--- src/common/main_bus_pkg.sv ---
// Main CPU bus types
package main_bus_pkg;

    ////////////////////////////////////////////////////////////
    // Encodings

    // CPU cycle kinds, memory and port space
    typedef enum logic [1:0] {
        mem_rd = 2'd0,  // MREQ read
        mem_wr = 2'd1,  // MREQ write
        io_rd  = 2'd2,  // IORQ read
        io_wr  = 2'd3   // IORQ write
    } cycle_kind_e;

    // Where a cycle lands after decode
    typedef enum logic [2:0] {
        rgn_rom   = 3'd0,  // External program ROM
        rgn_ram   = 3'd1,  // Work RAM
        rgn_video = 3'd2,  // Text RAM, not modelled
        rgn_bg    = 3'd3,  // Background chip, not modelled
        rgn_sec   = 3'd4,  // Protection chip
        rgn_io    = 3'd5,  // Cabinet and sound-chip ports
        rgn_none  = 3'd6   // Hole above the RAM window
    } region_e;

    ////////////////////////////////////////////////////////////
    // Bus structs

    // CPU side request, one strobe per cycle
    typedef struct packed {
        logic        valid;
        cycle_kind_e kind;
        logic [15:0] addr;   // Scrambled, as on the CPU pins
        logic [7:0]  wdata;
    } bus_req_t;

    // Read response, one clk after the request
    typedef struct packed {
        logic       valid;
        logic [7:0] rdata;
    } bus_rsp_t;

    // Decoder to target strobe
    typedef struct packed {
        logic        valid;
        logic        write;
        logic [10:0] addr;   // Unscrambled low bits
    } tgt_req_t;

endpackage
--- src/security/security_shift.sv ---
// Protection chip
`timescale 1ns/10ps

module security_shift import main_bus_pkg::*; (
    input  logic       clk,
    input  logic       rst_n,
    input  tgt_req_t   req,
    input  logic [7:0] wdata,
    output logic [7:0] rdata
);

    logic [7:0]  cur_q;                 // Last byte written
    logic [7:0]  prev_q;                // Byte before it
    logic [2:0]  shamt_q;               // Bit offset into the stream
    logic        wr_data, wr_shift, rd;
    logic [15:0] word;

    assign wr_data  = req.valid && req.write && req.addr[0];
    assign wr_shift = req.valid && req.write && !req.addr[0];
    assign rd       = req.valid && !req.write;

    ////////////////////////////////////////////////////////////
    // Byte stream and shift amount

    always_ff @(posedge clk or negedge rst_n) begin
        if (!rst_n) begin
            cur_q   <= 8'd0;
            prev_q  <= 8'd0;
            shamt_q <= 3'd0;
        end else begin
            if (wr_data) begin
                prev_q <= cur_q;        // Older byte moves down
                cur_q  <= wdata;
            end
            if (wr_shift) begin
                shamt_q <= wdata[2:0];  // Upper bits ignored
            end
        end
    end

    ////////////////////////////////////////////////////////////
    // Read side

    // Current byte on top, previous below
    assign word = {cur_q, prev_q} << shamt_q;

    always_ff @(posedge clk) begin
        if (rd) begin
            rdata <= word[15:8];        // Next byte of the stream
        end
    end

endmodule

--- config.mk ---
export PLATFORM = sky130hd
export DESIGN_NAME = security_shift
export DESIGN_NICKNAME = d
export VERILOG_FILES = /design/src/common/main_bus_pkg.sv /design/src/security/security_shift.sv
export SDC_FILE = /design/constraint.sdc
export NUM_CORES = 1
export LEC_CHECK = 0
export ABC_AREA = 0
export BUFFER_PORTS_ARGS = -buffer_cell sky130_fd_sc_hd__buf_2
export CAP_MARGIN = 25
export CORE_ASPECT_RATIO = 0.6
export CORE_MARGIN = 2
export CORE_UTILIZATION = 40
export DETAILED_ROUTE_END_ITERATION = 6
export PLACE_DENSITY = 0.73
export SLEW_MARGIN = 5
export SYNTH_ARGS = -nofsm -noshare
export SYNTH_HDL_FRONTEND = slang
export SYNTH_SLANG_ARGS = --single-unit
--- constraint.sdc ---
create_clock -name clk -period 2.1 [get_ports clk]
set_clock_uncertainty 0.1 [all_clocks]
set_input_delay 0.315 -clock clk [delete_from_list [all_inputs] [get_ports clk]]
set_output_delay 0.315 -clock clk [all_outputs]
set_load 0.01 [all_outputs]
; ---- After elaboration in Yosys (flattened, before gate mapping)
; Index checks and enable logic that the tools add are counted.
[classes]
shift = 1
reduce_logical = 6
[op_table]
columns = op, count
row1 = << shifter 16 x 3 -> 16 bit, 1
row2 = logical AND 1 bit, 4
row3 = logical NOT 1 bit, 2
[word_totals]
register_bits = 27
out_inout_bits = 8
word_cells = 11

; ---- Longest topological paths before layout
; Gate-level depths: netlist (run 1).
[logic_depth]
ltp_word = 2
depth_mapped = 5
ltp_nobuf = 3

; ---- Worst setup path after synthesis (run 1)
; Ideal clock, no wire load.
[synth_timing]
kind = register to register
from = reg shamt_q[0]
to = reg rdata[0] (data pin)
t_arrival_ns = 1.282
required_ns = 1.739
setup_slack_ns = 0.457
stages_incl_launch_ff = 4
period_less_slack_ns = 1.643
path_cell_list = dfrtp_1 buf_6 mux4_2 a221o_1
[synth_via]
elab_chain_len = 1
[synth_lines]
columns = element, line_no
row1 = start: declaration, security_shift.sv:14  ; logic [2:0] shamt_q;
row2 = start signal: assignment, security_shift.sv:36  ; shamt_q <= wdata[2:0];
row3 = << shifter 16 x 3 -> 16 bit, security_shift.sv:45  ; assign word = {cur_q, prev_q} << shamt_q;
row4 = via word[8], security_shift.sv:16  ; logic [15:0] word;
row5 = end signal: assignment, security_shift.sv:49  ; rdata <= word[15:8];
row6 = end: declaration, security_shift.sv:9  ; output logic [7:0] rdata
; The timed path passes the listed nets, and every way through them passes these cells.
; A chain may end at the register's enable or synchronous reset.

; ---- Final worst setup path (run 1)
[layout_timing]
from = reg shamt_q[1]
to = reg rdata[1] (data pin)
; The elaborated chain is that of the path after synthesis.

==> flow_summary.json, run 1 <==
{
  "fp.dieArea_mm2": 0.00374,
  "grt_setup_unrepaired": "no",
  "ant_nets": 0,
  "hold_viol": 0,
  "max_slew.worst_pin.slew_ns": 0.594,
  "max_slew_margin": 0.603,
  "slew_violations": 0,
  "nNetsFinal": 141,
  "arrival_ns": 1.62,
  "power_density_mw_per_mm2": 1020,
  "yosys_register_bits": 26,
  "die_x_um": 77.7,
  "synth_area_mm2": 0.00130,
  "cts_resized": 0,
  "design_area_mm2": 0.00151,
  "num_vias": 861,
  "avgSynthCellArea_um2": 13.9,
  "gp_congestion": 0.925,
  "crit_slowest_cell": "dfrtp_1",
  "max-cap-violations": 0,
  "finalNonFillerCells": 159,
  "drc": 0,
  "io_buffers": 20,
  "routed_wl_um": 2620,
  "cts.hold.buffers_added": 1,
  "clk_latency_ns": 0.27,
  "synthTopCellsByArea": "dfrtp_1 35%, mux2_2 22%, edfxtp_1 18%",
  "first_global_vias": 848,
  "drt-vias-per-instance": 5.42,
  "path_clk_slew_ns": 0.08,
  "first_iter_violations": 59,
  "critical_path.max_stage_delay_ns": 0.59,
  "clk_path_buf_depth": 2,
  "path_delay_family": "multiplexers",
  "drtPass1Iterations": 5,
  "r2r_start": "shamt_q[1]",
  "overflow": 0,
  "synthCells": 94,
  "cts-root-buf": "clkbuf_8",
  "cts.sinks": 26,
  "cts_buffers": 3,
  "die_h_um": 48.2,
  "syn2layout_area_growth_pct": 16.1,
  "wl_per_cell_um": 16.5,
  "crit_path_start": "shamt_q[1]",
  "tritoncts": "yes",
  "finalCriticalPeriod_ns": 1.71,
  "grt_max_degree": 19,
  "setup_tns_ns": 0,
  "core-area_mm2": 0.00298,
  "outcome": "finished, final reports clean",
  "post-place-cells": 154,
  "r2r-end": "rdata[1]",
  "worst-setup-path-type": "reg2reg",
  "whs_path_depth": 2,
  "synth_largest_area_cell": "dfrtp_1",
  "hold_path_class": "in2reg",
  "setup_viol": 0,
  "cts_htree_levels": 1,
  "worst-r2r-setup-slack_ns": 0.39,
  "placed_cell_area_mm2": 0.00145,
  "synth.distinct_cells": 22,
  "cp_num_cells": 3,
  "n_antenna_cell": 0,
  "synth_top_cell_area_share": 0.346,
  "path_cells": "mux2_2, mux2i_1, o221ai_1",
  "worst_r2r_path_depth": 3,
  "timing.final.crit_share": 0.814,
  "cts_setup_buffers": 0,
  "crit_buf_inv": 0,
  "vdd_drop_max_v": 0.000537,
  "worstPathMaxFanout": 11,
  "initial_utilization": 0.436,
  "syn_nets": 117,
  "crit_path_end_kind": "register",
  "final_layout_size_suffix_gt1_frac": 0.470,
  "worstPathRequired_ns": 2.01,
  "cp-endpoint": "rdata[1]",
  "power.leakage_uw": 0.000644,
  "rows": 15,
  "fmax_mhz": 585,
  "grt_pass1_wl_um": 4060,
  "synth_seq_area_share": 0.530,
  "ys_warn_count": 0,
  "io_pins": 31,
  "dp.final_hpwl_um": 1920,
  "antenna_found_initial": 0,
  "critPathLaunchType": "register",
  "grt_usage": 0.150
}
## sequential cells by signal (all words and copies together), names as in the netlist
name / count
shamt_q: 3
prev_q: 7
rdata: 8
cur_q: 8
## cell usage in the layout (no fill, tap or decap), drive strengths merged, types with 2 or more instances in the layout
master	netlist	routed
o21ai	5	5
edfxtp	8	8
mux2	26	26
a22oi	2	2
nor2b	2	2
o22a	3	3
o221ai	2	2
clkbuf	1	4
buf	4	23
nand2	3	3
dfrtp	18	18
mux2i	11	11
## per-layer routing
layer  part of all wire  up-vias  GRT usage
li1                   -      406          -
met1               0.49      397      0.202
met2               0.41       44      0.236
met3              0.077       14     0.0500
met4              0.026        0     0.0500
met5                  0        -          0
## kinds of logic (layout without fill, tap and decap cells)
kind of cell | Yosys count | after routing | synth area share
compound gates | 13 | 13 | 0.0720
buf+inv | 6 | 29 | 0.0259
flops | 26 | 26 | 0.530
mux | 38 | 38 | 0.327
simple gates | 11 | 11 | 0.0452
## power breakdown
part / internal, µW / switching, µW
clock network: 168 / 152
logic: 256 / 207
registers: 650 / 110
## worst min-delay path by stage
stage               startpoint  slack [ns]        end
global route          wdata[3]        0.16   cur_q[3]
floorplan                rst_n       -0.08   cur_q[0]
CTS                   wdata[3]        0.17   cur_q[3]
global placement         rst_n        0.16  prev_q[4]
detailed placement       rst_n        0.17  prev_q[4]
finish                wdata[3]        0.17   cur_q[3]
## through the flow
| stage | hold WS [ns] | worst slack, ns | total power (µW) | util |
|---|---|---|---|---|
| floorplan | -0.0806 | 0.457 | 1080 | - |
| global placement | 0.159 | 0.438 | 1200 | 0.485 |
| detailed placement | 0.167 | 0.427 | 1220 | 0.485 |
| CTS | 0.167 | 0.402 | 1550 | 0.507 |
| global route | 0.159 | 0.344 | 1630 | 0.507 |
| finish | 0.168 | 0.391 | 1540 | 0.507 |
## area by class of cell
type	instances	area, µm²
sequential	26	691
inverter	1	3.75
clock buffer	4	55.1
fill	252	1470
tap	42	52.6
multi-input combinational	62	578
timing repair buffer	24	133
## synth_stat cells
cell type / instances
a221o_1: 1
a22oi_1: 2
and2_1: 1
buf_2: 3
buf_6: 1
clkbuf_1: 1
dfrtp_1: 18
edfxtp_1: 8
inv_1: 1
mux2_2: 26
mux2i_1: 11
mux4_2: 1
nand2_1: 3
nand2b_1: 1
nand3_1: 1
nand3b_1: 1
nor2_1: 1
nor2b_1: 2
o21ai_0: 5
o221ai_1: 2
o22a_1: 3
or2_2: 1
No activity file was read; power rests on OpenSTA's default activity.
==> run 2, diff against run 1 <==
Settings changed: PLACE_DENSITY 0.73 to 0.76.
Clock period 2.1 ns to 1.45 ns, I/O delays scaled along.
==> run 2 against run 1 <==
  * The run now ends with setup timing left
  * Via count grew 5.9%
  * Largest cell class unchanged
  * Critical path type unchanged
  * Critical endpoint is now rdata[0]
  * Combinational power grew 100%
  * Fmax rose by 3.8%
  * Final cell count rose by 7.5%
==> flow_summary.json, run 2 (synthesized netlist as in run 1, its figures left out) <==
{
  "wl_per_cell_um": 16.5,
  "num_vias": 912,
  "hold_viol": 0,
  "gp_congestion": 0.987,
  "timing.final.crit_share": 1.14,
  "crit_path_end_kind": "register",
  "critPathLaunchType": "register",
  "antenna_found_initial": 0,
  "cts_buffers": 3,
  "clk_path_buf_depth": 2,
  "drc": 0,
  "reg_top3": "cur_q (8), rdata (8), prev_q (7)",
  "dp.final_hpwl_um": 2060,
  "routed_wl_um": 2820,
  "final_layout_size_suffix_gt1_frac": 0.597,
  "io_buffers": 20,
  "worst-setup-path-type": "reg2reg",
  "nNetsFinal": 153,
  "outcome": "finished, violations left",
  "max_slew_margin": 0.728,
  "vdd_drop_max_v": 0.000614,
  "n_antenna_cell": 0,
  "tritoncts": "yes",
  "power_density_mw_per_mm2": 1460,
  "max-cap-violations": 0,
  "cts.sinks": 26,
  "final.setup.worst_slack_ns": -0.197,
  "overflow": 0,
  "fp.dieArea_mm2": 0.00374,
  "power.leakage_uw": 0.000704,
  "grt_usage": 0.168,
  "cts-root-buf": "clkbuf_8",
  "path_clk_slew_ns": 0.08,
  "slew_violations": 0,
  "io_pins": 31,
  "violations": "setup timing",
  "arrival_ns": 1.57,
  "post-place-ws_ns": -0.210,
  "whs_path_depth": 2,
  "cts_htree_levels": 1,
  "ant_nets": 0,
  "drtPass1Iterations": 4,
  "core-area_mm2": 0.00298,
  "final_cell_mix": "25 x mux2_2, 20 x buf_2, 17 x dfrtp_1, 12 x buf_4, 8 x edfxtp_1",
  "worst-r2r-setup-slack_ns": -0.20,
  "syn2layout_area_growth_pct": 28.5,
  "die_x_um": 77.7,
  "grt_max_degree": 19,
  "power_uw": 2440,
  "grt_setup_unrepaired": "yes",
  "drt-vias-per-instance": 5.33,
  "fmax_mhz": 607,
  "worstPathMaxFanout": 3,
  "rows": 15,
  "max_slew.worst_pin.slew_ns": 0.408,
  "initial_utilization": 0.436,
  "worst_r2r_path_depth": 2,
  "setup_viol": 8,
  "first_global_vias": 903,
  "finalCriticalPeriod_ns": 1.65,
  "first_iter_violations": 97,
  "layout_commonest_cell": "mux2_2",
  "hold_path_class": "in2reg",
  "worstPathRequired_ns": 1.37,
  "grt_pass1_wl_um": 4550,
  "clk_latency_ns": 0.27,
  "die_h_um": 48.2
}
[run 2: changes by cell type in the layout (fill, tap and decap cells not counted), moves of 2 or more]
cell,delta
o221ai_2,+2
buf_6,+2
o21ai_0,-4
a22oi_1,-2
o21ai_1,+4
mux2i_1,-6
a22oi_2,+2
o221ai_1,-2
mux2i_2,+5
buf_4,+9
[run 2: layout make-up]
cell class / count / area [µm²]
fillers: 251 / 1310
flip-flops and latches: 26 / 692
multi-input cells: 62 / 638
repair buffers: 36 / 243
well taps: 42 / 52.6
clock buffers: 4 / 45.0
inverters: 1 / 3.75
[run 2: worst paths after layout]
| check | from | to |
|---|---|---|
| worst max-delay path | shamt_q[0] | rdata[0] |
| worst min-delay path | wdata[6] | cur_q[6] |
| worst max register to register | shamt_q[0] | rdata[0] |
| worst min register to register | prev_q[1] | prev_q[1] |
| max in group asynchronous | rst_n | shamt_q[1] |
| min in group asynchronous | rst_n | prev_q[3] |
[run 2: per-stage QoR]
stage	hold WS (ns)	setup TNS (ns)	utilization	cell area (µm²)	std cells
floorplan	-0.178	-0.212	-	1300	94
global placement	0.0630	-0.873	0.517	1540	165
detailed placement	0.0708	-1.08	0.517	1540	165
CTS	0.0696	-1.08	0.540	1610	171
global route	0.0654	-1.29	0.561	1670	171
finish	0.0742	-0.920	0.561	1670	171
[run 2: repair_timing]
| action | CTS | global route |
|---|---|---|
| endpoints found under the setup margin | 8 | 8 |
| gates resized for setup | 2 | 18 |
| setup buffers | 1 | 0 |
| pin swaps | 0 | 2 |
| endpoints found under the hold margin | 18 | 0 |
| hold buffers | 1 | 0 |
[run 2: critical path, stage by stage (launching register included)]
cell and delay, ns:
dfrtp_1 0.41, mux4_2 0.55, a221o_1 0.34
[run 2: metal layers]
| metal | vias to the layer above | share of wire | global-route usage |
|---|---|---|---|
| met5 | - | 0 | 0 |
| met4 | 0 | 0 | 0.0464 |
| met3 | 0 | 0.098 | 0.0481 |
| met2 | 38 | 0.43 | 0.276 |
| met1 | 446 | 0.47 | 0.225 |
| li1 | 428 | - | - |
[run 2: power by group]
| group | total (µW) | internal (µW) | switching [µW] |
|---|---|---|---|
| Combinational | 947 | 536 | 411 |
| Clock | 413 | 197 | 216 |
| Sequential | 1080 | 942 | 142 |
