$ cat src/common/cabinet_pkg.sv
// Cabinet control types
package cabinet_pkg;

    ////////////////////////////////////////////////////////////
    // Player controls

    // One joystick plus its punch button
    typedef struct packed {
        logic punch;
        logic down;
        logic up;
        logic right;
        logic left;
    } joy_t;

    // Coin door and start buttons
    typedef struct packed {
        logic       coin;
        logic       service;
        logic [1:0] start;    // [0] is 1P, [1] is 2P
    } panel_t;

    ////////////////////////////////////////////////////////////
    // DIP switches

    // Bank 1 is read directly on port B
    // Bank 2 goes through the port A mux, one bit at a time
    typedef struct packed {
        logic [3:0] sw1;
        logic [7:0] sw2;
    } dip_t;

endpackage

$ cat src/common/main_bus_pkg.sv
// Main CPU bus types
package main_bus_pkg;

    ////////////////////////////////////////////////////////////
    // Encodings

    // CPU cycle kinds, memory and port space
    typedef enum logic [1:0] {
        mem_rd = 2'd0,  // MREQ read
        mem_wr = 2'd1,  // MREQ write
        io_rd  = 2'd2,  // IORQ read
        io_wr  = 2'd3   // IORQ write
    } cycle_kind_e;

    // Where a cycle lands after decode
    typedef enum logic [2:0] {
        rgn_rom   = 3'd0,  // External program ROM
        rgn_ram   = 3'd1,  // Work RAM
        rgn_video = 3'd2,  // Text RAM, not modelled
        rgn_bg    = 3'd3,  // Background chip, not modelled
        rgn_sec   = 3'd4,  // Protection chip
        rgn_io    = 3'd5,  // Cabinet and sound-chip ports
        rgn_none  = 3'd6   // Hole above the RAM window
    } region_e;

    ////////////////////////////////////////////////////////////
    // Bus structs

    // CPU side request, one strobe per cycle
    typedef struct packed {
        logic        valid;
        cycle_kind_e kind;
        logic [15:0] addr;   // Scrambled, as on the CPU pins
        logic [7:0]  wdata;
    } bus_req_t;

    // Read response, one clk after the request
    typedef struct packed {
        logic       valid;
        logic [7:0] rdata;
    } bus_rsp_t;

    // Decoder to target strobe
    typedef struct packed {
        logic        valid;
        logic        write;
        logic [10:0] addr;   // Unscrambled low bits
    } tgt_req_t;

endpackage
$ cat src/psg_ports/psg_ports.sv
// Sound chip register file and I/O ports
`timescale 1ns/10ps

module psg_ports
    import main_bus_pkg::*;
    import cabinet_pkg::*;
(
    input  logic       clk,
    input  logic       rst_n,
    input  tgt_req_t   req,
    input  logic [7:0] wdata,
    input  dip_t       dip,
    output logic [7:0] rdata,
    output logic       flip_n
);

    localparam logic [3:0] reg_ioa = 4'd14;
    localparam logic [3:0] reg_iob = 4'd15;

    logic [3:0] addr_q;                 // Latched register number
    logic [7:0] regs_q [0:15];
    logic [7:0] port_a;
    logic [7:0] port_b;
    logic [2:0] dip_sel;
    logic       wr_addr, wr_reg, rd;

    assign wr_addr = req.valid && req.write && req.addr[0];
    assign wr_reg  = req.valid && req.write && !req.addr[0];
    assign rd      = req.valid && !req.write;

    ////////////////////////////////////////////////////////////
    // Address latch and registers

    always_ff @(posedge clk or negedge rst_n) begin
        if (!rst_n) begin
            addr_q <= 4'd0;
            for (int i = 0; i < 16; i++) begin
                regs_q[i] <= 8'd0;      // Port A low, screen upright
            end
        end else begin
            if (wr_addr) begin
                addr_q <= wdata[3:0];
            end
            if (wr_reg) begin
                regs_q[addr_q] <= wdata;
            end
        end
    end

    ////////////////////////////////////////////////////////////
    // Ports A and B

    assign port_a  = regs_q[reg_ioa];
    assign flip_n  = ~port_a[0];        // Screen flip
    assign dip_sel = port_a[3:1];       // DIP bank 2 mux

    always_comb begin
        port_b      = 8'h00;
        port_b[3:0] = dip.sw1;
        port_b[7]   = dip.sw2[dip_sel];
    end

    // Port B is input only, the stored byte never reads back
    always_ff @(posedge clk) begin
        if (rd) begin
            rdata <= (addr_q == reg_iob) ? port_b : regs_q[addr_q];
        end
    end

endmodule

$ cat config.mk
export PLATFORM = sky130hd
export DESIGN_NAME = psg_ports
export DESIGN_NICKNAME = d
export VERILOG_FILES = /design/src/common/cabinet_pkg.sv /design/src/common/main_bus_pkg.sv /design/src/psg_ports/psg_ports.sv
export SDC_FILE = /design/constraint.sdc
export NUM_CORES = 1
export LEC_CHECK = 0
export ABC_AREA = 1
export BUFFER_PORTS_ARGS = -buffer_cell sky130_fd_sc_hd__buf_4
export CAP_MARGIN = 10
export CORE_UTILIZATION = 55
export CTS_BUF_LIST = sky130_fd_sc_hd__clkbuf_4
export DETAILED_ROUTE_END_ITERATION = 10
export PLACE_DENSITY = 0.77
export SYNTH_ARGS = -nofsm -noshare
export SYNTH_HDL_FRONTEND = slang
export SYNTH_SLANG_ARGS = --single-unit
$ cat constraint.sdc
create_clock -name clk -period 1.8 [get_ports clk]
set_input_delay 0.18 -clock clk [delete_from_list [all_inputs] [get_ports clk]]
set_output_delay 0.18 -clock clk [all_outputs]
set_load 0.05 [all_outputs]
## Yosys cells after proc, flatten, opt, wreduce, memory -nomap -nowiden

Cells that the tools add are included.
W data, S select, Z words.

- Word-level logic and storage cells: 41
- Output and inout port bits: 9
- Bits in registers: 140
- Input port bits: 35

- Order comparisons: 3
- Reduce and logical (&&, ||, !) cells: 7
- Equal/unequal tests: 1
- Multiplexer cells: 9
- Bitwise logic cells: 2

Operator list:

| operator | number |
|---|---|
| $bwmux W128 | 1 |
| $bmux W8 S4 | 1 |
| $demux W8 S4 | 1 |
| $mux W8 | 4 |
| $ge A5 B5 Y1 const B | 1 |
| $logic_and A1 B1 Y1 | 5 |
| $lt A5 B1 Y1 const B | 1 |
| $not A4 Y5 | 1 |
| $eq A4 B4 Y1 const B | 1 |
| $lt A3 B4 Y1 const B | 1 |
| $bmux W1 S3 | 1 |
| $logic_not A1 Y1 | 2 |
| $mux W1 | 1 |
| $not A1 Y1 | 1 |

## Logic depth before layout (Yosys ltp)

Gate-level depths: netlist (run 1).

- Depth after elaboration: 6
- Gate-level depth with buffers: 10
- Mapped depth without buffers: 9

## Worst setup path before layout (run 1)

No wires, ideal clock.

- Path type: register to register
- From: register addr_q[0]
- To: register rdata[1], data pin
- Cell stages (with the launch flop): 11
- Setup slack: 0.241 ns
- Arrival time: 1.307 ns
- Data required time: 1.547 ns
- Setup time: 0.253 ns
- Cells stage by stage: dfrtp_1 > buf_4 > nand2_2 > inv_4 > buf_4 > nand2_1 > nand2_1 > o21ai_0 > nand2_1 > nor2_1 > nor2_1

- Longest elaborated chain between the ends: 5
- Elaborated cells on any way between the ends: 6
- Those cells by class: eq/ne: 1; mux: 4; bitwise: 1

Ends and longest elaborated chain:

| what | RTL line | RTL |
|---|---|---|
| start, declared | psg_ports.sv:20 | `logic [3:0] addr_q;` |
| start signal, assigned | psg_ports.sv:42 | `addr_q <= wdata[3:0];` |
| $not A4 Y5 (not written as such) | psg_ports.sv:66 | `rdata <= (addr_q == reg_iob) ? port_b : regs_q[addr_q];` |
| $bmux W8 S4 | psg_ports.sv:66 |  |
| $mux W8 (not written as such) (2 in series) | psg_ports.sv:66 |  |
| $mux W8 * | psg_ports.sv:66 |  |
| end signal, assigned | psg_ports.sv:66 |  |
| end, declared | psg_ports.sv:13 | `output logic [7:0] rdata,` |

Mark *: on every way between the ends. The rest lies on a longest branch, timed or not. The select of a mux whose other input is x is not followed.
A chain may end at the register's enable or synchronous reset.

## Final worst setup path (run 1)

- From: register addr_q[0]
- To: register regs_q[118] in the netlist's numbering

- Longest elaborated chain between the ends: 6
- Elaborated cells on any way between the ends: 7
- Those cells by class: order compare: 2; mux: 3; bitwise: 1; reduce/logical: 1

Ends and longest elaborated chain:

| what | RTL line | RTL |
|---|---|---|
| $not A4 Y5 (not written as such) * | psg_ports.sv:45 | `regs_q[addr_q] <= wdata;` |
| $ge A5 B5 Y1 (not written as such) or $lt A5 B1 Y1 (tied branches) | psg_ports.sv:45 |  |
| $logic_and A1 B1 Y1 (not written as such) | psg_ports.sv:45 |  |
| $mux W8 (not written as such) | psg_ports.sv:45 |  |
| $demux W8 S4 * | psg_ports.sv:45 |  |
| $bwmux W128 * | psg_ports.sv:45 |  |
| end signal, assigned by index | psg_ports.sv:45 |  |
| end, declared | psg_ports.sv:21 | `logic [7:0] regs_q [0:15];` |

Mark *: on every way between the ends. The rest lies on a longest branch, timed or not.

==> reports/results.ini, run 1 <==
[grt]
overflow=0
antenna_found_initial=0
grt_max_degree=54
grt_pass1_wl_um=24900
track_usage=0.280
grt_pass1_vias=5021

[synth]
synth_warnings=0
yosysSeqAreaShare=0.535
ys_top_cells_by_area=dfrtp_1 50%, nand2_1 20%, o21ai_0 7.9%
syn-instance-count=780
avgSynthCellArea_um2=8.25
synth_seq_cells=136
yosysTopAreaCellShare=0.498
ys_types=24
synthesis.nets=815
synth_top_area_cell=dfrtp_1
syn-cell-area_um2=6440

[pwr]
ir_worst_vdd_mv=0.671
power_density_nw_per_um2=1180
p_leak_uw=0.00357

[setup_path]
worst_path_max_delay_cell=dfrtp_2
cp_cell_sequence=inv_1 -> buf_12 -> nor2_4 -> nand3_2 -> nand2_1 -> o21ai_0
cp_max_fo=31
worstSetupPathType=register to register
startpoint_type=register
reg2reg_setup_slack_ns=0.11
rr_endpoint=regs_q[118]
crit_arrival_ns=2.08
end_kind=register
reg2reg_from=addr_q[0]
r2r_cells=6
slowest_delay_ns=0.44
worstPathRequired_ns=2.19

[die]
io_pins=44
num_rows=39
die_w_um=110
die_area_um2=12100
die_y_um=110
initial_core_util=0.564
core_um2=11400

[clocking]
cts_made_buffers=17
clk_pin_slew_worst_paths_ns=0.13
clock_path_buffers=2
clock_latency_ns=0.54
cts_tree=built
cts_root_buf=clkbuf_4
htreeDepth=4
numClockSinks=136

[layout]
post-route-cell-area_um2=7250
diodes=0
drive_gt1_frac=0.183
final_cells=973
syn_to_final_growth_pct=12.6
num-nets-final=852

[flow_run]
cap_violations=0

[route]
wl_um=15700
drcViolationCount=0
detail-route-antenna-nets=0
post_drt_wl_per_cell_um=16.1
drt_iter0_markers=458
dr.pass1.iters=5
num_vias=5400
vias_per_cell=5.55

[timing]
slew_headroom=0.534
finalHoldViolations=0
finalClockSkew_ns=0.0188
post-route-min-period_ns=1.69
tightest_slew_ns=0.699
rsz0062_at_grt=false
final.setup.tns_ns=0
fin_crit_sh=0.939
final-setup-viol-count=0
fmax_ghz=0.592
drv_slew=0

[run_status]
status=completed

[worst_hold_path]
min-delay-start=req[11]
min_to=rdata[0]
worstHoldPathType=input port to register
holdPathStages=2

[placed_design]
io_buffers=33
gp_congestion=0.827
placed_cells=935
place_hpwl_um=10000
place_area_um2=6860

[state kept, by name, indices dropped and copies added, names as in the netlist]
register	count
rdata	8
regs_q	116
addr_q	4
port_a	8
[critical path: cells and delay by family (launching register included)]
family                 cells  cell delay [ns]
and+or+nand+nor            3             0.75
DFF                        1             0.44
buffers and inverters      2             0.27
AOI/OAI and AO/OA          1             0.10
[report_power, final]
part | total (uW) | switching (uW) | internal (uW)
Sequential | 4190 | 408 | 3780
Clock | 2270 | 1140 | 1130
Combinational | 2080 | 1290 | 789
Total | 8540 | 2840 | 5700
[what timing repair did]
item	CTS	global route
endpoints found under the setup margin	0	26
hold buffers	5	0
resized for setup	0	2
endpoints found under the hold margin	95	0
buffers inserted	0	1
[cell usage after synthesis, drive strengths merged]
cell type  instances
nand2            365
o21ai            139
dfrtp            128
nand3             36
nor2              30
buf               25
clkbuf            20
inv               18
a21oi              9
edfxtp             8
a31oi              1
nor4               1
[cells in the final DEF, fill, tap and decap left out, types with 10 or more instances in the layout]
master    netlist  layout
nand2_2        10      10
nand3_1        26      26
clkbuf_4        0      18
inv_1          17      17
o21ai_2        32      32
nand2_1       351     351
buf_4           4      54
nor2_1         26      25
dfrtp_1       128     127
o21ai_0       102     101
[final cells by class]
cell class	count	area, um^2
Timing Repair Buffer	63	536
Clock buffer	18	135
Inverter	18	70.1
Fill cell	921	4170
Tap cell	143	179
Multi-Input combinational cell	581	2690
Clock inverter	14	195
Sequential cell	136	3440
[metal layers]
metal / global-route usage / vias up / wire length (um)
met3: 0.0670 / 25 / 1120
met4: 0.111 / 0 / 362
met2: 0.458 / 227 / 7600
met5: 0 / - / 0
met1: 0.361 / 2563 / 6620
li1: - / 2585 / -
[cells by family (layout without fill, tap and decap cells)]
| group | after synthesis | in the layout | share of synthesized area |
|---|---|---|---|
| AOI/OAI and AO/OA | 149 | 149 | 0.135 |
| buffers and inverters | 63 | 113 | 0.0482 |
| DFF | 136 | 136 | 0.535 |
| and+or+nand+nor | 432 | 432 | 0.282 |
[stage by stage]
stage / hold WS [ns] / power, uW / util / worst slack [ns]
2_1_floorplan: -0.116 / 5630 / - / 0.241
3_3_place_gp: 0.162 / 6170 / 0.600 / 0.139
3_5_place_dp: 0.168 / 6290 / 0.600 / 0.0443
4_1_cts: 0.0435 / 8570 / 0.634 / 0.0209
5_1_grt: 0.0520 / 9090 / 0.635 / 0.00926
6_report: 0.0835 / 8540 / 0.635 / 0.109
[how the worst max path moves through the flow]
stage / startpoint / endpoint / slack (ns)
2_1_floorplan: addr_q[0] / rdata[1] / 0.24
3_3_place_gp: addr_q[0] / regs_q[118] / 0.14
3_5_place_dp: addr_q[0] / regs_q[118] / 0.04
4_1_cts: addr_q[0] / regs_q[119] / 0.02
5_1_grt: addr_q[0] / regs_q[84] / 0.009
6_report: addr_q[0] / regs_q[118] / 0.11
(Power assumes the default switching activity.)
==> run 2: changes to the inputs <==
REMOVE_ABC_BUFFERS = 1   (was default)
==> run 2 against run 1 <==
Net effect: flip-flop and latch count unchanged; clock power decreased by 17%; worst hold slack got worse by 0.018 ns; highest routed layer unchanged; wire length increased by 0.11%; sequential share of layout area decreased by 0.098 points; critical endpoint is now rdata[2]; via count decreased by 1.3%; worst setup slack about the same.
==> reports/results.ini, run 2 (same netlist as run 1, synthesis figures left out) <==
[layout]
drive_gt1_frac=0.184  ; was 0.183
mostFrequentLayoutCell=nand2_1  ; unchanged
diodes=0  ; unchanged
layout_common_cells=351 x nand2_1, 127 x dfrtp_1, 102 x o21ai_0  ; was 351 x nand2_1, 127 x dfrtp_1, 101 x o21ai_0
fin_util=0.636  ; was 0.635
largest-register=regs_q  ; unchanged
num-nets-final=858  ; was 852
syn_to_final_growth_pct=12.8  ; was 12.6%
largest_reg_flops=116  ; unchanged

[clocking]
numClockSinks=136  ; unchanged
cts_made_buffers=17  ; unchanged
cts_root_buf=clkbuf_4  ; unchanged
cts_tree=built  ; unchanged
clk_pin_slew_worst_paths_ns=0.11  ; was 0.13 ns
clock_path_buffers=2  ; unchanged
htreeDepth=4  ; unchanged
clock_latency_ns=0.58  ; was 0.54 ns

[placed_design]
gp_congestion=0.892  ; was 0.827
place_hpwl_um=10400  ; was 10000 um
io_buffers=33  ; unchanged
post-place-ws_ns=-0.0324  ; was 0.0443 ns

[pwr]
ir_worst_vdd_mv=0.561  ; was 0.671 mV
power_density_nw_per_um2=1130  ; was 1180 nW/um^2
p_leak_uw=0.00358  ; was 0.00357 uW
power_uw=8210  ; was 8540 uW

[setup_path]
startpoint_type=register  ; unchanged
endpoint=rdata[2]  ; was regs_q[118]
r2r_cells=10  ; was 6
reg2reg_from=addr_q[0]  ; unchanged
cp_max_fo=19  ; was 31
reg2reg_setup_slack_ns=0.11  ; about the same
startpoint=addr_q[0]  ; unchanged
crit_arrival_ns=2.02  ; was 2.08 ns
worstSetupPathType=register to register  ; unchanged
end_kind=register  ; unchanged
rr_endpoint=rdata[2]  ; was regs_q[118]
worstPathRequired_ns=2.13  ; was 2.19 ns

[worst_hold_path]
worstHoldPathType=input port to register  ; unchanged

[route]
drcViolationCount=0  ; unchanged
detail-route-antenna-nets=0  ; unchanged
post_drt_wl_per_cell_um=16.1  ; about the same
num_vias=5331  ; was 5400
wl_um=15700  ; about the same
drt_iter0_markers=462  ; was 458
vias_per_cell=5.45  ; was 5.55
dr.pass1.iters=7  ; was 5

[grt]
overflow=0  ; unchanged
grt_max_degree=49  ; was 54
grt_pass1_vias=4915  ; was 5021
antenna_found_initial=0  ; unchanged
grt_pass1_wl_um=25100  ; was 24900 um
track_usage=0.284  ; was 0.280

[timing]
tightest_slew_ns=0.661  ; was 0.699 ns
finalClockSkew_ns=0.0226  ; was 0.0188 ns
fmax_ghz=0.592  ; about the same
finalHoldViolations=0  ; unchanged
holdWs_ns=0.0655  ; was 0.0835 ns
drv_slew=0  ; unchanged
setup_ws_ns=0.110  ; was 0.109 ns
final.setup.tns_ns=0  ; unchanged
post-route-min-period_ns=1.69  ; about the same
rsz0062_at_grt=false  ; unchanged
slew_headroom=0.558  ; was 0.534
fin_crit_sh=0.939  ; about the same
final-setup-viol-count=0  ; unchanged

[die]
die_y_um=110  ; unchanged
num_rows=39  ; unchanged
die_area_um2=12100  ; unchanged
core_um2=11400  ; unchanged
io_pins=44  ; unchanged
die_w_um=110  ; unchanged
initial_core_util=0.564  ; unchanged

[flow_run]
cap_violations=0  ; unchanged

[run_status]
status=completed  ; unchanged

[run 2: worst min path at each step]
stage,to,from,cells after the start,slack (ns)
floorplan,addr_q[0],rst_n,0,-0.12
global placement,regs_q[82],rst_n,1,0.12
detailed placement,regs_q[90],rst_n,1,0.13
CTS,rdata[2],req[11],2,0.03
global route,rdata[2],req[11],2,0.04
finish,rdata[2],req[11],2,0.07
[run 2: stage by stage]
step                cells  area, um^2
floorplan             735        6200
finish                979        7260
detailed placement    940        6910
CTS                   977        7230
global placement      940        6910
global route          979        7260
[run 2: final cells by class]
class	instances	area, um^2
timing repair buffer	69	606
multi-input combinational	581	2710
fill	986	4160
tap	143	179
clock buffer	19	143
sequential	136	3440
inverter	18	70.1
clock inverter	13	110
[run 2: critical path, stage by stage (launching register included)]
cell and delay [ns]:
dfrtp_2 0.47, inv_2 0.15, buf_12 0.19, nor2_4 0.06, buf_12 0.14, nand2_1 0.06
nand3_1 0.07, nand2_1 0.08, nand2_1 0.06, nor2_1 0.12, nor2_1 0.05
[run 2: timing repair]
action                     4_1_cts  5_1_grt
gates cloned                     0        0
gates resized for setup          3        2
setup endpoints to repair        8       11
pin swaps                        0        1
hold endpoints to repair       132        0
hold buffers                     5        0
buffers inserted                 0        2
[run 2: metal layers]
metal	track usage	wire [um]	vias to the layer above
met3	0.0794	1130	25
li1	-	-	2597
met4	0.0996	317	0
met1	0.375	6880	2537
met2	0.449	7400	172
met5	0	0	-
[run 2: power by group]
group          internal [uW]  total (uW)  switching, uW
Clock                    816        1890           1070
Sequential              3780        4190            408
Combinational            825        2130           1310
