### src/common/main_bus_pkg.sv
// Main CPU bus types
package main_bus_pkg;

    ////////////////////////////////////////////////////////////
    // Encodings

    // CPU cycle kinds, memory and port space
    typedef enum logic [1:0] {
        mem_rd = 2'd0,  // MREQ read
        mem_wr = 2'd1,  // MREQ write
        io_rd  = 2'd2,  // IORQ read
        io_wr  = 2'd3   // IORQ write
    } cycle_kind_e;

    // Where a cycle lands after decode
    typedef enum logic [2:0] {
        rgn_rom   = 3'd0,  // External program ROM
        rgn_ram   = 3'd1,  // Work RAM
        rgn_video = 3'd2,  // Text RAM, not modelled
        rgn_bg    = 3'd3,  // Background chip, not modelled
        rgn_sec   = 3'd4,  // Protection chip
        rgn_io    = 3'd5,  // Cabinet and sound-chip ports
        rgn_none  = 3'd6   // Hole above the RAM window
    } region_e;

    ////////////////////////////////////////////////////////////
    // Bus structs

    // CPU side request, one strobe per cycle
    typedef struct packed {
        logic        valid;
        cycle_kind_e kind;
        logic [15:0] addr;   // Scrambled, as on the CPU pins
        logic [7:0]  wdata;
    } bus_req_t;

    // Read response, one clk after the request
    typedef struct packed {
        logic       valid;
        logic [7:0] rdata;
    } bus_rsp_t;

    // Decoder to target strobe
    typedef struct packed {
        logic        valid;
        logic        write;
        logic [10:0] addr;   // Unscrambled low bits
    } tgt_req_t;

endpackage
### src/hdl/main_decode.sv
// Main CPU address decoder
`timescale 1ns/10ps

module main_decode import main_bus_pkg::*; #(
    parameter int ram_aw = 11           // Work RAM address bits
) (
    input  logic        clk,
    input  logic        rst_n,
    input  bus_req_t    cpu_req,
    output bus_rsp_t    cpu_rsp,
    output logic        rom_cs,
    output logic [14:0] rom_addr,
    input  logic [7:0]  rom_data,       // Valid the cycle after rom_cs
    output tgt_req_t    ram_req,
    output tgt_req_t    sec_req,
    output tgt_req_t    cab_req,
    output tgt_req_t    psg_req,
    output logic [7:0]  wdata,
    input  logic [7:0]  ram_rdata,
    input  logic [7:0]  sec_rdata,
    input  logic [7:0]  cab_rdata,
    input  logic [7:0]  psg_rdata
);

    logic [15:0] s;                     // CPU pins
    logic [15:0] a;                     // Board address
    logic        is_io, is_wr, is_rd;
    logic        psg_sel, cab_sel;
    region_e     rgn;

    logic        rd_valid_q;            // Read in flight at a target
    region_e     rd_rgn_q;
    logic        rd_psg_q;              // Port read went to the sound chip

    assign s = cpu_req.addr;

    ////////////////////////////////////////////////////////////
    // Address unscrambling
    assign a[2:0]   = ~s[2:0];
    assign a[3]     = ~s[4];
    assign a[4]     = ~s[5];
    assign a[5]     = ~s[9];
    assign a[6]     = s[3];
    assign a[7]     = s[6];
    assign a[8]     = s[7];
    assign a[9]     = s[8];
    assign a[15:10] = s[15:10];         // Upper lines straight through

    assign is_io = (cpu_req.kind == io_rd) || (cpu_req.kind == io_wr);
    assign is_wr = (cpu_req.kind == mem_wr) || (cpu_req.kind == io_wr);
    assign is_rd = !is_wr;

    ////////////////////////////////////////////////////////////
    // Memory and port map
    always_comb begin
        rgn = rgn_none;
        if (is_io) begin
            rgn = rgn_io;
        end else if (!a[15]) begin
            rgn = rgn_rom;              // Lower 32 KB
        end else begin
            case (a[14:13])
                2'b00:   rgn = a[ram_aw] ? rgn_none : rgn_ram;
                2'b01:   rgn = rgn_video;
                2'b10:   rgn = rgn_bg;
                default: rgn = rgn_sec;
            endcase
        end
    end

    // Port 0 and all port writes belong to the sound chip
    assign psg_sel = is_io && (is_wr || (a[1:0] == 2'd0));
    assign cab_sel = is_io && is_rd && (a[1:0] != 2'd0);

    // ROM port, combinational in the request cycle
    assign rom_cs   = cpu_req.valid && (cpu_req.kind == mem_rd) && (rgn == rgn_rom);
    assign rom_addr = a[14:0];

    // Target strobes
    assign ram_req = '{valid: cpu_req.valid && (rgn == rgn_ram), write: is_wr, addr: a[10:0]};
    assign sec_req = '{valid: cpu_req.valid && (rgn == rgn_sec), write: is_wr, addr: a[10:0]};
    assign cab_req = '{valid: cpu_req.valid && cab_sel, write: 1'b0, addr: a[10:0]};
    assign psg_req = '{valid: cpu_req.valid && psg_sel, write: is_wr, addr: a[10:0]};
    assign wdata   = cpu_req.wdata;

    ////////////////////////////////////////////////////////////
    // Read return
    always_ff @(posedge clk or negedge rst_n) begin
        if (!rst_n) begin
            rd_valid_q <= 1'b0;
            rd_rgn_q   <= rgn_none;
            rd_psg_q   <= 1'b0;
        end else begin
            rd_valid_q <= cpu_req.valid && is_rd;   // Writes never answer
            rd_rgn_q   <= rgn;
            rd_psg_q   <= psg_sel;
        end
    end

    always_comb begin
        cpu_rsp.valid = rd_valid_q;
        case (rd_rgn_q)
            rgn_rom: cpu_rsp.rdata = rom_data;
            rgn_ram: cpu_rsp.rdata = ram_rdata;
            rgn_sec: cpu_rsp.rdata = sec_rdata;
            rgn_io:  cpu_rsp.rdata = rd_psg_q ? psg_rdata : cab_rdata;
            default: cpu_rsp.rdata = 8'hff;   // Video, background, hole
        endcase
    end

endmodule

### config.mk
export PLATFORM = sky130hd
export DESIGN_NAME = main_decode
export DESIGN_NICKNAME = d
export VERILOG_FILES = /design/src/common/main_bus_pkg.sv /design/src/hdl/main_decode.sv
export SDC_FILE = /design/constraint.sdc
export NUM_CORES = 1
export LEC_CHECK = 0
export BUFFER_PORTS_ARGS = -buffer_cell sky130_fd_sc_hd__buf_2
export CORE_UTILIZATION = 32
export CTS_CLUSTER_SIZE = 24
export DETAILED_ROUTE_END_ITERATION = 16
export PLACE_DENSITY = 0.81
export SETUP_SLACK_MARGIN = 0.05
export SLEW_MARGIN = 20
export SYNTH_ARGS = -nofsm -noshare
export SYNTH_HDL_FRONTEND = slang
export SYNTH_SLANG_ARGS = --single-unit
### constraint.sdc
create_clock -name clk -period 1.7 [get_ports clk]
set_input_delay 0.085 -clock clk [delete_from_list [all_inputs] [get_ports clk]]
set_output_delay 0.085 -clock clk [all_outputs]
set_load 0.005 [all_outputs]
## Word level (Yosys, flattened, before mapping)

Index checks and enable logic that the tools add are counted.

- Register bits: 5
- Logic and storage cells: 43
- Output and inout port bits: 85
- Input port bits: 69

- Reduce and logical (&&, ||, !) cells: 20
- Equal/unequal tests: 10
- Multiplexer cells: 6
- Bitwise gates (word level): 4

Operators with widths:

| kind | count |
|---|---|
| $pmux 8 s4 | 1 |
| $logic_and 1x1->1 | 10 |
| $eq 3x3->1 const B | 3 |
| $mux 3 | 3 |
| $pmux 3 s3 | 1 |
| $mux 8 | 1 |
| $eq 2x2->1 const B | 3 |
| $eq 3x1->1 const B | 2 |
| $logic_not 2->1 | 3 |
| $logic_not 3->1 | 2 |
| $eq 2x1->1 const B | 2 |
| $logic_or 1x1->1 | 3 |
| $not 1->1 | 3 |
| $not 3->3 | 1 |
| $reduce_bool 2->1 | 1 |
| $logic_not 1->1 | 1 |

## Depth between registers and ports, before layout

Gate-level depths: netlist of the first run.

- Word-level depth: 6
- Mapped depth: 5
- Depth with buffers taken out: 5

## Worst setup path before layout of the first run

No wires, ideal clock.

- Path kind: flip-flop to output port
- From: register rd_rgn_q[2]
- To: output port cpu_rsp[5] (netlist name)
- Buffers on the path: 1
- Required time: 1.615 ns
- Stages on the path, launching flop included: 5
- Arrival: 1.265 ns
- Path slack: 0.350 ns
- Cell sequence: dfstp_2 > buf_2 > mux2i_1 > nor2_1 > or3_1

RTL lines:

| element | line | source |
|---|---|---|
| start: declaration | main_decode.sv:32 | `region_e rd_rgn_q;` |
| start signal: assignment | main_decode.sv:91 | `rd_rgn_q <= rgn_none;` |
| start signal: assignment | main_decode.sv:95 | `rd_rgn_q <= rgn;` |
| end: declaration | main_decode.sv:10 | `output bus_rsp_t cpu_rsp,` |

==> results of run 1 <==
[Yosys cell counts (all sizes together), types with 2 or more instances]
cell | count | area, um^2
dfrtp | 3 | 75.1
nand2b | 3 | 18.8
mux2i | 16 | 160
nand2 | 2 | 7.51
buf | 71 | 526
and2 | 3 | 18.8
inv | 8 | 30.0
nor2 | 11 | 41.3
dfstp | 2 | 52.6
o21ai | 8 | 40.0
or3 | 8 | 50.1
a21oi | 8 | 40.0
ha | 2 | 25.0
[metal layers]
layer  vias up  global-route usage  wire, um  share of wire
met4         0              0.0436        12         0.0044
met1       452               0.144      1060           0.39
met2        60               0.245      1410           0.52
li1        542                   -         -              -
met5         -                   0         0              0
met3         2              0.0399       218          0.081
[critical path: cells and delay by family (launching register included)]
| kind | cells | cell delay [ns] |
|---|---|---|
| AO/OA/AOI/OAI | 2 | 0.19 |
| AND/OR/NAND/NOR | 1 | 0.34 |
| flip-flops | 1 | 0.49 |
| buffers and inverters | 3 | 0.44 |
[flip-flops by register name (all words and copies together) (netlist names)]
name	flops
rd_rgn_q	3
rd_psg_q	1
rd_valid_q	1
[metrics by stage]
| stage | util | cells |
|---|---|---|
| finish | 0.396 | 248 |
| global route | 0.396 | 248 |
| CTS | 0.395 | 248 |
| detailed placement | 0.365 | 239 |
| global placement | 0.365 | 239 |
| floorplan | - | 159 |
[cells by family after synthesis]
kind of cell    count (synthesis)  synth area share
buf+inv                        80             0.469
simple gates                   34             0.165
compound gates                 21             0.102
mux                            16             0.134
flops                           5             0.107
fa+ha+maj                       2            0.0210
other cells                     1           0.00314
[final cells by class]
class                      instances  area (um^2)  share of cell area
multi-input combinational         74          507               0.372
inverter                           8         30.0              0.0220
clock buffer                       4         45.0              0.0330
sequential                         5          133              0.0972
timing repair buffer             111          592               0.434
tap                               46         57.6              0.0422
[worst min path at each step]
stage            endpoint  slack [ns]   startpoint  depth (start not counted)
3_3_place_gp   rd_valid_q       -0.10        rst_n                          1
3_5_place_dp     rd_psg_q       -0.10        rst_n                          1
4_1_cts        rd_valid_q        0.11  cpu_req[24]                          2
5_1_grt        rd_valid_q        0.12  cpu_req[24]                          2
2_1_floorplan    rd_psg_q       -0.21        rst_n                          0
6_report       rd_valid_q        0.11  cpu_req[24]                          2
[power groups by stage]
stage	clock network [W]	registers [W]	logic (W)
6_report	0.000218	0.000151	0.000309
3_5_place_dp	0	0.000158	0.000282
5_1_grt	0.000238	0.000153	0.000344
3_3_place_gp	0	0.000158	0.000276
4_1_cts	0.000222	0.000151	0.000311
2_1_floorplan	0	0.000136	0.000268
[repair_timing]
item | in CTS | in global routing
gates resized for setup | 5 | 2
pin swaps | 0 | 1
hold buffers | 1 | 0
setup buffers | 4 | 0
endpoints found under the setup margin | 8 | 8
endpoints found under the hold margin | 5 | 0
==> metrics.yaml, run 1 <==
run_status:
  status: "complete, but fails checks"
  violations: "negative setup slack"
drt:
  drt-initial-drc-count: 48
  wl_per_cell_um: 10.9
  avgViaCountPerCell: 4.26
  wirelength_um: 2710
  drc: 0
  ant_nets: 0
  dr_total_vias: 1056
  first_pass_iters: 4
sta:
  rsz0062_at_grt: "true"
  fin_crit_sh: 1.04
  fin_ws_ns: -0.0657
  fin_setup_tns_ns: -0.270
  drv_slew: 0
  min_period_ns: 1.77
  hold_violations: 0
  whs_ns: 0.105
  finalSetupViolCount: 7
  fmax_mhz: 566
clock_tree:
  numClockSinks: 5
  htreeDepth: 1
  clkTransAtPathRegs_ns: 0.04
  cts_root_buffer: "clkbuf_8"
  cts.path.max_buffers: 2
  cts_tree: "done"
  cts_buffers: 3
setup_path:
  slowest_stage: "dfstp_4"
  arrival_ns: 1.68
  path_common_cell: "buf_4"
  critPathKind: "register to primary output"
  cp_max_fo: 8
  crit_path_cell_trace: "buf_4, buf_4, o21ai_0, a21oi_1, or3_1, buf_2"
  endpoint_kind: "primary output"
  startpoint: "rd_rgn_q[2]"
  endpoint: "cpu_rsp[2]"
  critical_path_required_ns: 1.62
  max_stage_delay_ns: 0.49
  cp-start-kind: "register"
pwr:
  vdd_drop_max_mv: 0.205
  seq_power_share: 0.223
  power_switching_w: 0.000206
  combPwrFrac: 0.456
  internal_power_w: 0.000472
  p_clk_frac: 0.322
  power_density_mw_per_mm2: 497
  leakagePower_nw: 0.816
  swShare: 0.304
  totalPowerFinal_w: 0.000678
grt:
  grt_max_degree: 17
  grt_pass1_wl_um: 4240
  grt_usage: 0.133
  grt_pass1_vias: 980
  grt-ovfl-total: 0
  antenna_found_initial: 0
cells_and_area:
  fin_area_mm2: 0.00136
  num-fill-cells: 373
  final_layout_size_suffix_gt1_frac: 0.579
  syn_to_final_growth_pct: 14.3
  antenna-diode-count: 0
  nets: 274
  layout_common_cells: "104 x buf_2, 16 x mux2i_1, 11 x nor2_1"
  layout_commonest_cell: "buf_2"
die:
  coreArea_mm2: 0.00344
  ioPinCount: 154
  start_util: 0.347
  die_w_um: 63.1
  dieHeight_um: 63.1
  floorplan.die_area_mm2: 0.00398
  rows: 21
synth:
  syn_nets: 230
  synthCells: 159
  synthFlopType: "dfrtp_1"
  ys_seq_area_frac: 0.107
  synth_area_mm2: 0.00119
  synth_edf_count: 0
  syn_avg_cell_area_um2: 7.51
  yosysWarnings: 0
  async_flop_share: 1.00
  ys_ff_latch: 5
  yosysUniqueCellTypes: 29
placement:
  dp_hpwl_um: 2230
  dpl_worst_slack_ns: 0.111
  port_buffers: 104
  dpl_cell_area_mm2: 0.00126
  place_congestion: 0.716
min_path:
  worstHoldPathType: "input pin to register"
job:
  maxCapViolations: 0
(Power assumes the default switching activity.)
==> run 2: changes to the inputs <==
--- a/config.mk
+++ b/config.mk
@@ -5,11 +5,13 @@
 export SDC_FILE = /design/constraint.sdc
 export NUM_CORES = 1
 export LEC_CHECK = 0
+export ABC_AREA = 1
 export BUFFER_PORTS_ARGS = -buffer_cell sky130_fd_sc_hd__buf_2
-export CORE_UTILIZATION = 32
+export CORE_UTILIZATION = 34
 export CTS_CLUSTER_SIZE = 24
 export DETAILED_ROUTE_END_ITERATION = 16
-export PLACE_DENSITY = 0.81
+export MAX_ROUTING_LAYER = met4
+export PLACE_DENSITY = 0.82
 export SETUP_SLACK_MARGIN = 0.05
 export SLEW_MARGIN = 20
 export SYNTH_ARGS = -nofsm -noshare
==> run 2 against run 1 <==
Effect of this change:
- the flow now finishes without violations
- cell area increased by 5.8%
- sequential share of layout area down 0.88 points
- synthesized area grew 9.3%
- fmax grew 15%
- count of clock-buffer cells in the layout is 1 lower
- global-route usage rose by 0.52 points
- flip-flop and latch count stayed put
- setup slack improved by 0.23 ns
- worst hold slack about the same
- combinational power increased by 6.8%
- first-iteration DRC count is 83% higher
- core utilization shrank 0.22 points
- largest power group unchanged
==> metrics.yaml, run 2 <==
run_status:
  status: "completed"
synth:
  yosys-top-cells-count: "66 x buf_4, 60 x nand2_1, 40 x inv_1"
  ys_ff_latch: 5  # unchanged
  synth_area_leaders: "buf_4 38%, nand2_1 17%, inv_1 12%, nor2_1 6.3%, dfrtp_1 5.8%"
  synthCells: 231  # +45%
  yosysUniqueCellTypes: 19  # -34%
  yosysWarnings: 0  # unchanged
  synthFlopType: "dfrtp_1"
  synth_most_common_cell: "buf_4"
  post-synth-top-area-fraction: 0.380  # -0.0480
  synth_edf_count: 0  # unchanged
  yosysTopAreaCell: "buf_4"
  syn_avg_cell_area_um2: 5.65  # -25%
  synth_area_mm2: 0.00131  # +9.3%
  ys_seq_area_frac: 0.0978  # -0.00912
  async_flop_share: 1.00  # unchanged
  syn_nets: 302  # +31%
drt:
  wl_met1_um: 1170  # +10%
  routed-wl-met2_um: 1370  # -3.0%
  ant_nets: 0  # unchanged
  dr_total_vias: 1298  # +23%
  met3_length_um: 295  # +35%
  wl_per_cell_um: 8.88  # -19%
  routed.top_layer: "met4"
  first_pass_iters: 4  # unchanged
  wirelength_um: 2840  # +5.0%
  drt-initial-drc-count: 88  # +83%
  drc: 0  # unchanged
  avgViaCountPerCell: 4.06  # -4.7%
clock_tree:
  htreeDepth: 1  # unchanged
  cts_tree: "done"
  clkTransAtPathRegs_ns: 0.04  # about the same
  cts.path.max_buffers: 2  # unchanged
  numClockSinks: 5  # unchanged
  cts_buffers: 3  # unchanged
  cts_root_buffer: "clkbuf_8"
setup_path:
  critPathKind: "register to primary output"
  startpoint: "rd_rgn_q[2]"
  critical_path_required_ns: 1.62  # about the same
  endpoint_kind: "primary output"
  crit_path_cell_trace: "inv_2, nor2_4, nand2_1, nand2_1, inv_1, nand2_1, buf_2"
  crit_buf_inv: 3  # unchanged
  max_stage_delay_ns: 0.57  # +0.08 ns
  arrival_ns: 1.45  # -0.23 ns
  cp-start-kind: "register"
  slowest_stage: "dfstp_2"
  path_common_cell: "nand2_1"
  cp_max_fo: 9  # +1
  cpLargestDelayFamily: "flip-flops"
grt:
  grt_pass1_vias: 1137  # +16%
  antenna_found_initial: 0  # unchanged
  grt_max_degree: 17  # unchanged
  grt_usage: 0.139  # +0.00521
  grt_pass1_wl_um: 4480  # +5.7%
  grt-ovfl-total: 0  # unchanged
sta:
  finalSetupViolCount: 0  # -7
  fin_crit_sh: 0.904  # -0.134
  rsz0062_at_grt: "false"
  fin_setup_tns_ns: 0  # +0.270 ns
  min_period_ns: 1.54  # -0.228 ns
  whs_ns: 0.106  # +0.000353 ns
  drv_slew: 0  # unchanged
  fmax_mhz: 650  # +15%
  hold_violations: 0  # unchanged
cells_and_area:
  final_layout_size_suffix_gt1_frac: 0.430  # -0.149
  regMostFlops: "rd_rgn_q"
  antenna-diode-count: 0  # unchanged
  num-fill-cells: 411  # +10%
  layout_common_cells: "104 x buf_2, 60 x nand2_1, 40 x inv_1"
  multiInputGateArea_um2: 520  # +2.7%
  largest_reg_flops: 3  # unchanged
  syn_to_final_growth_pct: 10.5
  nets: 344  # +26%
  regArea_um2: 128  # -3.8%
  layout_commonest_cell: "buf_2"
  top_regs: "rd_rgn_q x3, rd_psg_q x1, rd_valid_q x1"
min_path:
  hold_path.startpoint: "cpu_req[24]"
  hold_end: "rd_valid_q"
  min_path_cells: 2  # unchanged
  worstHoldPathType: "input pin to register"
die:
  dieHeight_um: 64.0  # +1.4%
  rows: 22  # +4.8%
  floorplan.die_area_mm2: 0.00409  # +2.8%
  start_util: 0.356  # +0.00968
  coreArea_mm2: 0.00366  # +6.4%
  die_w_um: 64.0  # +1.4%
  ioPinCount: 154  # unchanged
placement:
  dp_hpwl_um: 2390  # +7.3%
  place_congestion: 0.769  # +7.4%
  port_buffers: 104  # unchanged
pwr:
  vdd_drop_max_mv: 0.373  # +82%
  power_density_mw_per_mm2: 475  # -4.4%
  totalPowerFinal_w: 0.000686  # +1.2%
  leakagePower_nw: 1.02  # +26%
job:
  maxCapViolations: 0  # unchanged
==> run 2: changes by cell type after synthesis, sizes merged, moves of 2 or more <==
cell / delta
a21oi: -6
and2: -2
buf: -4
inv: +34
mux2i: -16
nand2: +60
nand2b: -3
nand3: +14
nor2: +14
or3: -8
==> run 2: cell type report <==
type                    instances  area share
inverters                      42       0.109
clock buffers                   3      0.0286
repair buffers                105       0.368
multi-input cells             116       0.361
well taps                      48      0.0416
clock inverters                 1     0.00347
flip-flops and latches          5      0.0885
==> run 2: how the worst max path moves through the flow <==
stage | depth (start not counted) | slack, ns | to
after floorplan | 6 | 0.60 | cpu_rsp[0]
after global placement | 7 | 0.42 | cpu_rsp[4]
after detailed placement | 7 | 0.38 | cpu_rsp[4]
after CTS | 7 | 0.14 | cpu_rsp[4]
after global routing | 8 | 0.05 | cpu_rsp[5]
final | 7 | 0.16 | cpu_rsp[4]
==> run 2: power by group <==
part	internal, W	switching, W
registers	0.000130	0.0000126
clock network	0.000157	0.0000566
logic	0.000157	0.000173
==> run 2: per-layer routing <==
metal	GRT usage	up-vias
met3	0.0429	2
met4	0.0114	0
met2	0.253	74
li1	-	691
met5	-	-
met1	0.152	531
==> run 2: kinds of logic (layout without fill, tap and decap cells) <==
kind of cell | Yosys count | after routing | share of synthesized area
buffers and inverters | 110 | 151 | 0.507
DFF | 5 | 5 | 0.0978
AOI/OAI and AO/OA | 10 | 10 | 0.0384
and+or+nand+nor | 103 | 103 | 0.335
adders and majority gates | 2 | 2 | 0.0192
other | 1 | 1 | 0.00287
==> run 2: through the flow <==
step           utilization  cell area (um^2)  worst slack, ns  std cells
2_1_floorplan            -              1310            0.605        231
3_3_place_gp         0.377              1380            0.417        315
3_5_place_dp         0.377              1380            0.381        315
4_1_cts              0.393              1440            0.143        320
5_1_grt              0.394              1440           0.0489        320
6_report             0.394              1440            0.163        320
==> run 2: what timing repair did <==
item	4_1_cts	5_1_grt
endpoints found under the hold margin	5	0
setup buffers	0	0
hold buffers	1	0
setup endpoints to repair	0	6
resized for setup	0	1
